## config.mk

```make
export PLATFORM = sky130hd
export DESIGN_NAME = simmem_write_only
export DESIGN_NICKNAME = d
export VERILOG_FILES = /design/src/hdl/simmem_pkg.sv /design/src/hdl/simmem_write_only.sv /design/src/hdl/simmem_write_resp_bank.sv /design/src/hdl/simmem_delay_bank.sv /design/src/hdl/simmem_delay_calc.sv
export SDC_FILE = /design/constraint.sdc
export NUM_CORES = 1
export LEC_CHECK = 0
export ABC_CLOCK_PERIOD_IN_PS = 4610
export BUFFER_PORTS_ARGS = -buffer_cell sky130_fd_sc_hd__buf_4
export CAP_MARGIN = 20
export CORE_UTILIZATION = 58
export CTS_CLUSTER_DIAMETER = 200
export DETAILED_ROUTE_END_ITERATION = 7
export GPL_TIMING_DRIVEN = 0
export PLACE_DENSITY = 0.76
export SLEW_MARGIN = 30
export SYNTH_ARGS = -nofsm -noshare
export SYNTH_HDL_FRONTEND = slang
export SYNTH_SLANG_ARGS = --single-unit
```

## constraint.sdc

```tcl
create_clock -name clk_i -period 4.61 [get_ports clk_i]
set_input_delay 0.922 -clock clk_i [delete_from_list [all_inputs] [get_ports clk_i]]
set_output_delay 0.922 -clock clk_i [all_outputs]
set_load 0.02 [all_outputs]
```

## src/hdl/simmem_pkg.sv

```systemverilog
/*
 * Simulated memory controller, shared definitions
 * Widths, DRAM row delays, slot capacity, message structs and state enums
 */

package simmem_pkg;

  //////////////////////////////
  // Widths
  //////////////////////////////

  // Transaction ID and byte address
  localparam int unsigned IdWidth   = 4;
  localparam int unsigned AddrWidth = 32;

  // Row number starts at this address bit
  localparam int unsigned RowOffset = 10;
  localparam int unsigned RowWidth  = AddrWidth - RowOffset;

  // Free-form user field, carried along with the response
  localparam int unsigned UserWidth = 8;

  //////////////////////////////
  // Response bank geometry
  //////////////////////////////

  localparam int unsigned RespBanksCapacity = 8;
  localparam int unsigned SlotIdxWidth      = 3;

  // Running reservation stamp, compared modulo its range
  localparam int unsigned AgeWidth = 16;

  //////////////////////////////
  // DRAM row model
  //////////////////////////////

  // Down counter width, must hold the largest delay
  localparam int unsigned DelayWidth = 5;

  // Delays in clock cycles
  localparam int unsigned RowHitDelay      = 4;
  localparam int unsigned RowMissDelay     = 12;
  localparam int unsigned RowConflictDelay = 16;

  //////////////////////////////
  // Messages
  //////////////////////////////

  // Write address request, passed through unchanged
  typedef struct packed {
    logic [IdWidth-1:0]   id;
    logic [AddrWidth-1:0] addr;
    logic [7:0]           len;
    logic [2:0]           size;
    logic [1:0]           burst;
  } write_addr_req_t;

  // Write response
  typedef struct packed {
    logic [IdWidth-1:0]   id;
    logic [1:0]           resp;
    logic [UserWidth-1:0] user;
  } write_resp_t;

  //////////////////////////////
  // States
  //////////////////////////////

  typedef enum logic {
    ROW_CLOSED,
    ROW_OPEN
  } row_state_e;

  // Slot lifecycle: reserved on address, filled on response, freed on release
  typedef enum logic [1:0] {
    SLOT_FREE,
    SLOT_WAIT_RESP,
    SLOT_FILLED
  } slot_state_e;

endpackage
```

## src/hdl/simmem_write_only.sv

```systemverilog
/*
 * Simulated memory controller, write path
 * Passes write addresses through and delays write responses by a DRAM row model
 */

`timescale 1ns/100ps

module simmem_write_only (
  input  logic                        clk_i,
  input  logic                        rst_n_i,

  // Requester address in
  input  logic                        write_addr_in_valid_i,
  output logic                        write_addr_in_ready_o,
  input  simmem_pkg::write_addr_req_t write_addr_req_i,

  // Memory address out
  output logic                        write_addr_out_valid_o,
  input  logic                        write_addr_out_ready_i,
  output simmem_pkg::write_addr_req_t write_addr_req_o,

  // Memory response in
  input  logic                        write_resp_in_valid_i,
  output logic                        write_resp_in_ready_o,
  input  simmem_pkg::write_resp_t     write_resp_i,

  // Requester response out
  output logic                        write_resp_out_valid_o,
  input  logic                        write_resp_out_ready_i,
  output simmem_pkg::write_resp_t     write_resp_o
);

  import simmem_pkg::*;

  logic                         res_ready;
  logic                         res_fire;
  logic [RespBanksCapacity-1:0] res_slot_onehot;
  logic [RespBanksCapacity-1:0] release_en;
  logic [DelayWidth-1:0]        res_delay;

  //////////////////////////////
  // Address channel
  //////////////////////////////

  // Straight through, stalls only when every slot is taken
  assign write_addr_out_valid_o = write_addr_in_valid_i && res_ready;
  assign write_addr_in_ready_o  = write_addr_out_ready_i && res_ready;
  assign write_addr_req_o       = write_addr_req_i;

  // Both sides transfer together
  assign res_fire = write_addr_in_valid_i && write_addr_out_ready_i && res_ready;

  //////////////////////////////
  // Pipeline stages
  //////////////////////////////

  simmem_delay_calc i_delay_calc (
    .clk_i      (clk_i),
    .rst_n_i    (rst_n_i),
    .addr_i     (write_addr_req_i.addr),
    .res_fire_i (res_fire),
    .delay_o    (res_delay)
  );

  simmem_delay_bank i_delay_bank (
    .clk_i             (clk_i),
    .rst_n_i           (rst_n_i),
    .res_slot_onehot_i (res_slot_onehot),
    .delay_i           (res_delay),
    .release_en_o      (release_en)
  );

  simmem_write_resp_bank i_write_resp_bank (
    .clk_i             (clk_i),
    .rst_n_i           (rst_n_i),
    .res_valid_i       (res_fire),
    .res_id_i          (write_addr_req_i.id),
    .res_ready_o       (res_ready),
    .res_slot_onehot_o (res_slot_onehot),
    .release_en_i      (release_en),
    .resp_in_valid_i   (write_resp_in_valid_i),
    .resp_i            (write_resp_i),
    .resp_in_ready_o   (write_resp_in_ready_o),
    .resp_out_ready_i  (write_resp_out_ready_i),
    .resp_out_valid_o  (write_resp_out_valid_o),
    .resp_o            (write_resp_o)
  );

endmodule

```

## src/hdl/simmem_write_resp_bank.sv

```systemverilog
/*
 * Write response bank
 * Reserves a slot per write address, stores responses by ID in age order
 * and releases the oldest expired response through a registered output
 */

`timescale 1ns/100ps

module simmem_write_resp_bank (
  input  logic                                     clk_i,
  input  logic                                     rst_n_i,

  // Reservation side
  input  logic                                     res_valid_i,
  input  logic [simmem_pkg::IdWidth-1:0]           res_id_i,
  output logic                                     res_ready_o,
  output logic [simmem_pkg::RespBanksCapacity-1:0] res_slot_onehot_o,

  // Expired counters from the delay bank
  input  logic [simmem_pkg::RespBanksCapacity-1:0] release_en_i,

  // Responses from the memory side
  input  logic                                     resp_in_valid_i,
  input  simmem_pkg::write_resp_t                  resp_i,
  output logic                                     resp_in_ready_o,

  // Responses to the requester
  input  logic                                     resp_out_ready_i,
  output logic                                     resp_out_valid_o,
  output simmem_pkg::write_resp_t                  resp_o
);

  import simmem_pkg::*;

  // a is older than b, modulo the stamp range
  function automatic logic is_older(input logic [AgeWidth-1:0] a,
                                    input logic [AgeWidth-1:0] b);
    logic [AgeWidth-1:0] diff;
    diff = a - b;
    return diff[AgeWidth-1];
  endfunction

  // Keeps only the oldest candidate, stamps of live slots are distinct
  function automatic logic [RespBanksCapacity-1:0] pick_oldest(
    input logic [RespBanksCapacity-1:0] cand,
    input logic [AgeWidth-1:0]          ages [RespBanksCapacity]
  );
    logic [RespBanksCapacity-1:0] pick;
    pick = cand;
    for (int i = 0; i < RespBanksCapacity; i++) begin
      for (int j = 0; j < RespBanksCapacity; j++) begin
        if (cand[i] && cand[j] && (i != j) && is_older(ages[j], ages[i])) begin
          pick[i] = 1'b0;
        end
      end
    end
    return pick;
  endfunction

  slot_state_e          state_q [RespBanksCapacity];
  logic [IdWidth-1:0]   id_q    [RespBanksCapacity];
  logic [AgeWidth-1:0]  age_q   [RespBanksCapacity];
  write_resp_t          resp_q  [RespBanksCapacity];
  logic [AgeWidth-1:0]  age_cnt_q;

  logic [RespBanksCapacity-1:0] free_mask;
  logic [RespBanksCapacity-1:0] wait_match;
  logic [RespBanksCapacity-1:0] id_head;
  logic [RespBanksCapacity-1:0] eligible;
  logic [RespBanksCapacity-1:0] alloc_onehot;
  logic [RespBanksCapacity-1:0] fill_onehot;
  logic [RespBanksCapacity-1:0] rel_onehot;
  logic [SlotIdxWidth-1:0]      rel_idx;
  logic                         res_fire;
  logic                         fill_fire;
  logic                         out_load;
  logic                         out_valid_q;
  write_resp_t                  out_data_q;

  //////////////////////////////
  // Slot masks
  //////////////////////////////

  // Oldest live slot of each ID, only these may leave
  always_comb begin
    for (int i = 0; i < RespBanksCapacity; i++) begin
      id_head[i] = 1'b1;
      for (int j = 0; j < RespBanksCapacity; j++) begin
        if ((j != i) && (state_q[j] != SLOT_FREE) && (id_q[j] == id_q[i]) &&
            is_older(age_q[j], age_q[i])) begin
          id_head[i] = 1'b0;
        end
      end
    end
  end

  always_comb begin
    for (int i = 0; i < RespBanksCapacity; i++) begin
      free_mask[i]  = (state_q[i] == SLOT_FREE);
      wait_match[i] = (state_q[i] == SLOT_WAIT_RESP) && (id_q[i] == resp_i.id);
      eligible[i]   = (state_q[i] == SLOT_FILLED) && release_en_i[i] && id_head[i];
    end
  end

  // Reservation takes the lowest free slot
  assign alloc_onehot      = free_mask & (~free_mask + 1'b1);
  assign res_ready_o       = |free_mask;
  assign res_fire          = res_valid_i && res_ready_o;
  assign res_slot_onehot_o = res_fire ? alloc_onehot : '0;

  // Incoming response goes to the oldest waiting slot of its ID
  assign fill_onehot     = pick_oldest(wait_match, age_q);
  assign resp_in_ready_o = |wait_match;
  assign fill_fire       = resp_in_valid_i && resp_in_ready_o;

  // Output register empty or draining this cycle
  assign out_load   = !out_valid_q || resp_out_ready_i;
  assign rel_onehot = pick_oldest(eligible, age_q);

  always_comb begin
    rel_idx = '0;
    for (int i = 0; i < RespBanksCapacity; i++) begin
      if (rel_onehot[i]) begin
        rel_idx = SlotIdxWidth'(i);
      end
    end
  end

  //////////////////////////////
  // Control state
  //////////////////////////////

  always_ff @(posedge clk_i) begin
    if (!rst_n_i) begin
      for (int i = 0; i < RespBanksCapacity; i++) begin
        state_q[i] <= SLOT_FREE;
      end
      age_cnt_q   <= '0;
      out_valid_q <= 1'b0;
    end else begin
      // Alloc, fill and release act on slots in different states
      for (int i = 0; i < RespBanksCapacity; i++) begin
        if (res_slot_onehot_o[i]) begin
          state_q[i] <= SLOT_WAIT_RESP;
        end else if (fill_fire && fill_onehot[i]) begin
          state_q[i] <= SLOT_FILLED;
        end else if (out_load && rel_onehot[i]) begin
          state_q[i] <= SLOT_FREE;
        end
      end
      if (res_fire) begin
        age_cnt_q <= age_cnt_q + 1'b1;
      end
      if (out_load) begin
        out_valid_q <= |eligible;
      end
    end
  end

  //////////////////////////////
  // Payload storage
  //////////////////////////////

  always_ff @(posedge clk_i) begin
    for (int i = 0; i < RespBanksCapacity; i++) begin
      if (res_slot_onehot_o[i]) begin
        id_q[i]  <= res_id_i;
        age_q[i] <= age_cnt_q;
      end
      if (fill_fire && fill_onehot[i]) begin
        resp_q[i] <= resp_i;
      end
    end
    if (out_load && |eligible) begin
      out_data_q <= resp_q[rel_idx];
    end
  end

  assign resp_out_valid_o = out_valid_q;
  assign resp_o           = out_data_q;

endmodule

```

## src/hdl/simmem_delay_bank.sv

```systemverilog
/*
 * Delay bank
 * One down counter per response slot, flags the slots whose delay has run out
 */

`timescale 1ns/100ps

module simmem_delay_bank (
  input  logic                                     clk_i,
  input  logic                                     rst_n_i,

  // Slot being reserved this cycle, all zero when none
  input  logic [simmem_pkg::RespBanksCapacity-1:0] res_slot_onehot_i,
  // Delay to load into that slot
  input  logic [simmem_pkg::DelayWidth-1:0]        delay_i,

  // Multi-hot, one bit per slot whose counter sits at zero
  output logic [simmem_pkg::RespBanksCapacity-1:0] release_en_o
);

  import simmem_pkg::*;

  logic [DelayWidth-1:0]        cnt_q [RespBanksCapacity];
  logic [DelayWidth-1:0]        cnt_d [RespBanksCapacity];
  logic [RespBanksCapacity-1:0] cnt_zero;

  //////////////////////////////
  // Zero detection
  //////////////////////////////

  always_comb begin
    for (int i = 0; i < RespBanksCapacity; i++) begin
      cnt_zero[i] = (cnt_q[i] == '0);
    end
  end

  // Free slots also read as zero, the response bank masks them
  assign release_en_o = cnt_zero;

  //////////////////////////////
  // Next counter values
  //////////////////////////////

  always_comb begin
    for (int i = 0; i < RespBanksCapacity; i++) begin
      if (res_slot_onehot_i[i]) begin
        // New reservation restarts the count
        cnt_d[i] = delay_i;
      end else if (!cnt_zero[i]) begin
        cnt_d[i] = cnt_q[i] - DelayWidth'(1);
      end else begin
        // Expired, hold at zero
        cnt_d[i] = cnt_q[i];
      end
    end
  end

  //////////////////////////////
  // Counter registers
  //////////////////////////////

  always_ff @(posedge clk_i) begin
    if (!rst_n_i) begin
      for (int i = 0; i < RespBanksCapacity; i++) begin
        cnt_q[i] <= '0;
      end
    end else begin
      for (int i = 0; i < RespBanksCapacity; i++) begin
        cnt_q[i] <= cnt_d[i];
      end
    end
  end

endmodule

```

## src/hdl/simmem_delay_calc.sv

```systemverilog
/*
 * Delay calculator
 * Single-bank DRAM row model, gives the delay of each write address
 */

`timescale 1ns/100ps

module simmem_delay_calc (
  input  logic                             clk_i,
  input  logic                             rst_n_i,

  // Address of the current request, valid during a reservation
  input  logic [simmem_pkg::AddrWidth-1:0] addr_i,
  input  logic                             res_fire_i,

  // Delay for this address, combinational
  output logic [simmem_pkg::DelayWidth-1:0] delay_o
);

  import simmem_pkg::*;

  row_state_e          row_state_q;
  logic [RowWidth-1:0] open_row_q;
  logic [RowWidth-1:0] req_row;
  logic                row_match;

  // Row number of the incoming request
  assign req_row   = addr_i[AddrWidth-1:RowOffset];
  assign row_match = (open_row_q == req_row);

  //////////////////////////////
  // Delay lookup
  //////////////////////////////

  always_comb begin
    delay_o = DelayWidth'(RowMissDelay);
    unique case (row_state_q)
      ROW_CLOSED: begin
        // Activate only
        delay_o = DelayWidth'(RowMissDelay);
      end
      ROW_OPEN: begin
        if (row_match) begin
          delay_o = DelayWidth'(RowHitDelay);
        end else begin
          // Precharge, then activate
          delay_o = DelayWidth'(RowConflictDelay);
        end
      end
      default: begin
        delay_o = DelayWidth'(RowMissDelay);
      end
    endcase
  end

  //////////////////////////////
  // Row state
  //////////////////////////////

  always_ff @(posedge clk_i) begin
    if (!rst_n_i) begin
      row_state_q <= ROW_CLOSED;
    end else if (res_fire_i) begin
      row_state_q <= ROW_OPEN;
    end
  end

  // Row number only meaningful once the row is open
  always_ff @(posedge clk_i) begin
    if (res_fire_i) begin
      open_row_q <= req_row;
    end
  end

endmodule

```

==> flow_summary.toml, run 1 <==
[global_routing]
top_usage_layer = "met1"
grt.met2_usage_pct = 63.1
antenna_found_initial = 9
grt_start_max_net_pins = 25
first_global_vias = 31200
grt_pass1_wl_um = 211000
grt_remaining_overflow = 0
use_met1_pct = 63.3
met3_usage_pct = 23.9
grtUsageTotal_pct = 47.2

[detailed_routing]
drc = 0
wl_um = 153000
drt_first_iter_violations = 5051
drt_pre_antenna_iters = 7
drt-vias-per-instance = 6.81
wl_per_cell_um = 30.7
route.vias.total = 33800
drtAntennaViolNets = 0

[critical_path]
worst-path-max-fanout = 10
worst-r2r-setup-slack_ns = -0.69
worstSetupPathType = "reg -> reg"
critPathRequiredTime_ns = 5.01
r2r.worst_path.cells = 20
r2r_end = "i_write_resp_bank.resp_o[13]"
rr_startpoint = "i_write_resp_bank.age_q[14]"
worstSetupEndpointType = "register"
cp.arrival_ns = 5.70
start_kind = "register"

[timing]
slew_violations = 0
rsz0062_at_grt = "true"
final.setup.tns_ns = -9.20
whs_ns = 0.495
worst_slack_ns = -0.685
min_period_over_period_pct = 115
max_slew_margin_pct = 25.9
worst_pin_slew_ns = 1.10
period_needed_ns = 5.30
hold_viol_final = 0
skew_ns = 0.0287
fmax_mhz = 189
setup_viol = 35

[clock_network]
cts_tree = "done"
cts.clk_slew.worst_paths_ns = 0.07
cts.sinks = 382
holdBufCountCts = 0
worstSkewPairLatency_ns = 0.61
root_buffer = "clkbuf_16"
clock_path_buffers = 3
cts-htree-levels = 2
cts_buffers = 43

[synthesis]
ys_warn_count = 0
syn_area_per_cell_um2 = 9.93
synthCells = 3574
ys.flop_type = "edfxtp_1"
yosysUniqueCellTypes = 94
synth_edf_count = 324
synthArstFlopShare_pct = 0
synthesis.area_um2 = 35500
ys_ff_latch = 382
syn_nets = 4436
ys_seq_area_share_pct = 30.7

[die]
fp.dieW_um = 249
die_y_um = 249
core.rowCount = 90
coreArea_um2 = 60500
pin_count = 136
initial_utilization_pct = 58.7
dieArea_um2 = 62200

[run]
drv_cap = 0

[final_layout]
nets = 5017
final_cells = 4973
syn_to_final_growth_pct = 26.6
multi_input_area_um2 = 25200
final_area_um2 = 45000
nFillCells = 4105
final-seq-area_um2 = 10900
drive_gt1_share_pct = 25.6

[min_path]
min_path_type = "reg -> reg"
hp-start = "i_delay_bank.cnt_q[0][19]"
whs_path_depth = 2
min_to = "i_delay_bank.cnt_q[0][19]"

[power_and_ir_drop]
power.total_mw = 12.8
peakVddDrop_mv = 0.536
p_leak_nw = 19.3
power_density_nw_per_um2 = 284

[placement]
dp_hpwl_um = 100000
placed_area_um2 = 37500
io_buffers = 111
post-place-cells = 4476
place_congestion = 1.09

[run_status]
violations = "negative setup slack"
status = "finished, violations left"
worst max-delay path: stages, from the launching register on:
cell	delay, ns
edfxtp_1	0.56
clkinvlp_4	0.23
buf_4	0.18
ha_1	0.32
nand2_1	0.25
o21ai_0	0.27
a221oi_2	0.30
buf_4	0.23
mux2i_2	0.31
nor4_2	0.09
and4_1	0.21
buf_6	0.15
a2bb2o_4	0.24
or4_4	0.57
buf_4	0.17
nand2b_4	0.07
buf_6	0.12
buf_8	0.15
nand3_1	0.12
a31o_4	0.26
o32ai_4	0.30
logic make-up (layout without fill, tap and decap cells):
group                      after synthesis  count (layout)  synth area share (%)
AOI/OAI and AO/OA                      878             878                  16.8
xor gates and xnor gates               282             282                  6.96
adders and majority gates              793             793                  27.9
buffers and inverters                  330             945                  4.25
DFF                                    382             382                  30.7
muxes                                   28              28                 0.796
other                                    0               2                     0
and+or+nand+nor                        881             881                  12.6
sequential cells by signal, indices dropped and copies added, names as in the netlist:
name                                cells
i_delay_bank.cnt_q                     40
i_delay_calc.open_row_q                22
i_delay_calc.row_state_q                1
i_write_resp_bank.age_cnt_q            16
i_write_resp_bank.age_q               128
i_write_resp_bank.id_q                 32
i_write_resp_bank.resp_o               14
i_write_resp_bank.resp_out_valid_o      1
i_write_resp_bank.resp_q              112
i_write_resp_bank.state_q              16
timing repair:
action,4_1_cts,5_1_grt
endpoints found under the setup margin,118,67
buffers inserted,380,35
resized for setup,418,87
gates cloned,4,1
pin swaps,121,50
cells in the final DEF (no fill, tap or decap), types with 16 or more instances in the layout:
master      netlist  routed
a311o_1          16      16
a21o_1           72      72
xnor2_1         178     162
buf_12            0      25
nand3_1          86      83
buf_2            21      16
clkbuf_16         0      50
dfxtp_1          58      58
edfxtp_1        324     324
and4_1           25      19
ha_4              0      26
o21ai_0         141     113
buf_6             5      40
a211oi_2          1      26
a21oi_1         260     230
nand2b_1         64      63
o21ai_1           6      18
a211oi_1        101      62
nor3_2            1      18
clkbuf_1         71      67
nor4_1           21      16
xor2_1          104      99
nor3_1           62      41
mux2i_1          26      19
buf_4            55     527
ha_1            793     765
a21oi_2           0      24
nor2_1          239     235
a211o_1          41      41
o21a_1           19      19
inv_1           170     101
nand4_1          83      83
and3_1           39      38
xnor2_2           0      16
clkinvlp_4        0      60
nand2_1         174     171
power by group:
group	internal, mW	switching, mW
logic	2.08	2.81
registers	4.08	0.179
clock network	2.11	1.53
total	8.27	4.52
layout make-up:
cell class	count	area share (%)
repair buffers	537	9.98
flip-flops and latches	382	24.2
well taps	782	2.18
inverters	172	1.94
multi-input cells	2862	56.0
plain buffers	157	2.38
clock buffers	61	2.82
clock inverters	18	0.451
diodes	2	0.0111
how the worst max path moves through the flow:
stage	start	to	slack, ns	cells past startpoint
5_1_grt	i_write_resp_bank.age_q[14]	i_write_resp_bank.resp_o[0]	-0.72	21
3_5_place_dp	i_write_resp_bank.age_q[70]	i_write_resp_bank.resp_o[13]	-1.81	15
4_1_cts	i_write_resp_bank.age_q[28]	i_write_resp_bank.resp_o[13]	-0.32	18
6_report	i_write_resp_bank.age_q[14]	i_write_resp_bank.resp_o[13]	-0.69	20
2_1_floorplan	i_write_resp_bank.age_q[42]	i_write_resp_bank.resp_o[5]	0.10	17
3_3_place_gp	i_write_resp_bank.age_q[83]	i_write_resp_bank.state_q[0][5]	-2.11	13
cell usage after synthesis, types with 10 or more instances:
library cell	number	share of area, %
a31oi_1	19	0.33
o32ai_1	12	0.30
o22ai_1	10	0.18
nor2b_1	15	0.26
o21bai_1	12	0.25
edfxtp_1	324	27
dfxtp_1	58	3.3
a21oi_1	260	3.7
nor3_1	62	0.87
o211ai_1	12	0.25
a31o_1	14	0.35
a221oi_1	17	0.42
nor2_1	239	2.5
nor4_1	21	0.37
xnor2_1	178	4.4
and4_1	25	0.62
nand3_1	86	1.2
and3_1	39	0.69
nand4_1	83	1.5
inv_1	170	1.8
mux2i_1	26	0.73
nand2_1	174	1.8
o31ai_1	13	0.27
a211o_1	41	1.0
nand2b_1	64	1.1
xor2_1	104	2.6
clkbuf_1	71	0.75
o21ai_0	141	2.0
or2_2	18	0.32
ha_1	793	28
a21o_1	72	1.5
o21a_1	19	0.40
o221ai_1	24	0.59
a311o_1	16	0.45
buf_2	21	0.30
buf_4	55	1.2
a211oi_1	101	2.1
routing by layer:
layer | wire (um) | part of all wire, %
met1 | 58100 | 38
met2 | 58400 | 38
met5 | 439 | 0.29
met3 | 28200 | 18
met4 | 7550 | 4.9
stage by stage:
stage	worst slack, ns	utilization, %
after floorplan	0.102	-
after global placement	-2.11	61.7
after detailed placement	-1.81	62.0
after CTS	-0.318	73.1
after global routing	-0.720	74.3
final	-0.685	74.3
Note: power is estimated with default switching activity, not from simulation.
==> run 2, diff against run 1 <==
--- a/config.mk
+++ b/config.mk
@@ -8,11 +8,11 @@
 export ABC_CLOCK_PERIOD_IN_PS = 4610
 export BUFFER_PORTS_ARGS = -buffer_cell sky130_fd_sc_hd__buf_4
 export CAP_MARGIN = 20
-export CORE_UTILIZATION = 58
+export CORE_UTILIZATION = 50
 export CTS_CLUSTER_DIAMETER = 200
 export DETAILED_ROUTE_END_ITERATION = 7
 export GPL_TIMING_DRIVEN = 0
-export PLACE_DENSITY = 0.76
+export PLACE_DENSITY = 0.67
 export SLEW_MARGIN = 30
 export SYNTH_ARGS = -nofsm -noshare
 export SYNTH_HDL_FRONTEND = slang
==> flow_summary.toml, run 2 (synthesized netlist as in run 1, its figures left out) <==
[min_path]
min_path_type = "reg -> reg"

[critical_path]
start_kind = "register"
worstSetupEndpointType = "register"
worstSetupPathType = "reg -> reg"
cp.arrival_ns = 5.60
worst-path-max-fanout = 10
critPathRequiredTime_ns = 4.99

[timing]
worst_slack_ns = -0.612
hold_viol_final = 0
worst_pin_slew_ns = 1.05
setup_viol = 21
fmax_mhz = 191
max_slew_margin_pct = 29.5
rsz0062_at_grt = "true"
min_period_over_period_pct = 113
slew_violations = 0
period_needed_ns = 5.22
skew_ns = 0.0349

[final_layout]
regMostFlops = "i_write_resp_bank.age_q"
syn_to_final_growth_pct = 27.7
top_regs = "i_write_resp_bank.age_q x128, i_write_resp_bank.resp_q x112, i_delay_bank.cnt_q x40"
final_cells = 5087
antenna_cells = 0
nFillCells = 5642
nets = 4973
fin_util_pct = 64.7
final_area_um2 = 45400
final_common_cell = "ha_1"
layout_common_cells = "744 x ha_1, 487 x buf_4, 324 x edfxtp_1"
drive_gt1_share_pct = 26.8
largest_reg_flops = 128

[power_and_ir_drop]
power.total_mw = 12.5
peakVddDrop_mv = 0.356
p_leak_nw = 19.2
power_density_nw_per_um2 = 276

[detailed_routing]
drt_pre_antenna_iters = 8
drc = 1
highest_layer = "met5"
met1Wirelength_um = 55600
drt-vias-per-instance = 6.42
drt_first_iter_violations = 4000
wl_per_cell_um = 28.6
drtAntennaViolNets = 0
route.vias.total = 32700
wl_met3_um = 16900
met2_length_um = 60900
wl_um = 145000

[clock_network]
cts_tree = "done"
clock_path_buffers = 3
cts-htree-levels = 2
worstSkewPairLatency_ns = 0.61
cts.clk_slew.worst_paths_ns = 0.06
root_buffer = "clkbuf_16"
cts.sinks = 382
cts_buffers = 44

[global_routing]
first_global_vias = 30700
antenna_found_initial = 2
grt_start_max_net_pins = 27
grtUsageTotal_pct = 39.7
grt_pass1_wl_um = 207000
grt_remaining_overflow = 0

[run_status]
status = "finished, violations left"
violations = "design-rule violations, negative setup slack"

[placement]
place_congestion = 1.10
placed_area_um2 = 37700
post-place-cells = 4635
io_buffers = 111
dp_hpwl_um = 101000
dp_slack_ns = -2.01

[die]
fp.dieW_um = 268
dieArea_um2 = 72100
core.rowCount = 97
initial_utilization_pct = 50.6
die_y_um = 268
pin_count = 136
coreArea_um2 = 70100

[run]
drv_cap = 0
-- run 2: cell count changes in the layout (fill, tap and decap cells not counted), sizes merged --
cell | previous run | this run
buf | 622 | 580
inv | 114 | 134
diode | 2 | 0
clkbuf | 133 | 128
clkinv | 13 | 15
clkinvlp | 60 | 42
bufinv | 3 | 4
-- run 2: cell type report --
cell class              instances  area, um2  area share [%]
plain buffers                 156       1060            2.33
well taps                     940       1180            2.59
repair buffers                493       4010            8.84
multi-input cells            2862      25900            57.2
clock inverters                23        269           0.593
flip-flops and latches        382      10900            24.0
inverters                     172        802            1.77
clock buffers                  59       1200            2.64
-- run 2: worst paths after layout --
| path | to | slack, ns | start | cells past startpoint |
|---|---|---|---|---|
| setup reg to reg | i_write_resp_bank.resp_o[13] | -0.61 | i_write_resp_bank.age_q[30] | 19 |
| hold reg to reg | i_delay_bank.cnt_q[0][4] | 0.50 | i_delay_bank.cnt_q[0][4] | 2 |
| setup / recovery | i_write_resp_bank.resp_o[13] | -0.61 | i_write_resp_bank.age_q[30] | 19 |
| hold / removal | i_delay_bank.cnt_q[0][4] | 0.50 | i_delay_bank.cnt_q[0][4] | 2 |
-- run 2: stage by stage --
step / setup TNS (ns) / hold WS [ns]
floorplan: 0 / 0.457
global placement: -164.88 / 0.471
detailed placement: -72.07 / 0.482
CTS: -3.10 / 0.496
global route: -8.08 / 0.517
finish: -7.85 / 0.498
-- run 2: timing repair --
action	4_1_cts	5_1_grt
pin swaps	161	38
hold buffers	0	0
endpoints found under the setup margin	106	54
setup buffers	352	18
gates cloned	5	0
resized for setup	581	75
-- run 2: report_power, final --
group          switching (mW)  internal (mW)  leakage (nW)
sequential              0.166           4.08          3.43
combinational            2.72           1.98          15.1
clock                    1.51           2.08         0.715
-- run 2: per-layer routing --
metal | up-vias | GRT usage (%)
li1 | 14300 | -
met5 | - | 0.203
met4 | 2 | 25.9
met2 | 2026 | 58.8
met1 | 15800 | 51.3
met3 | 549 | 10.1
-- run 2: critical path: stages, from the launching register on --
cell and delay [ns]:
edfxtp_1 0.57, clkinvlp_4 0.17, buf_6 0.16, ha_4 0.28
nand4_1 0.32, buf_4 0.28, nor2b_1 0.44, a211oi_2 0.13
mux2i_1 0.15, o2111a_1 0.19, and3b_2 0.31, buf_4 0.17
a222oi_1 0.32, and4_2 0.35, a311o_1 0.15, buf_6 0.16
buf_8 0.15, nand3_1 0.11, a31o_1 0.27, o32ai_2 0.32
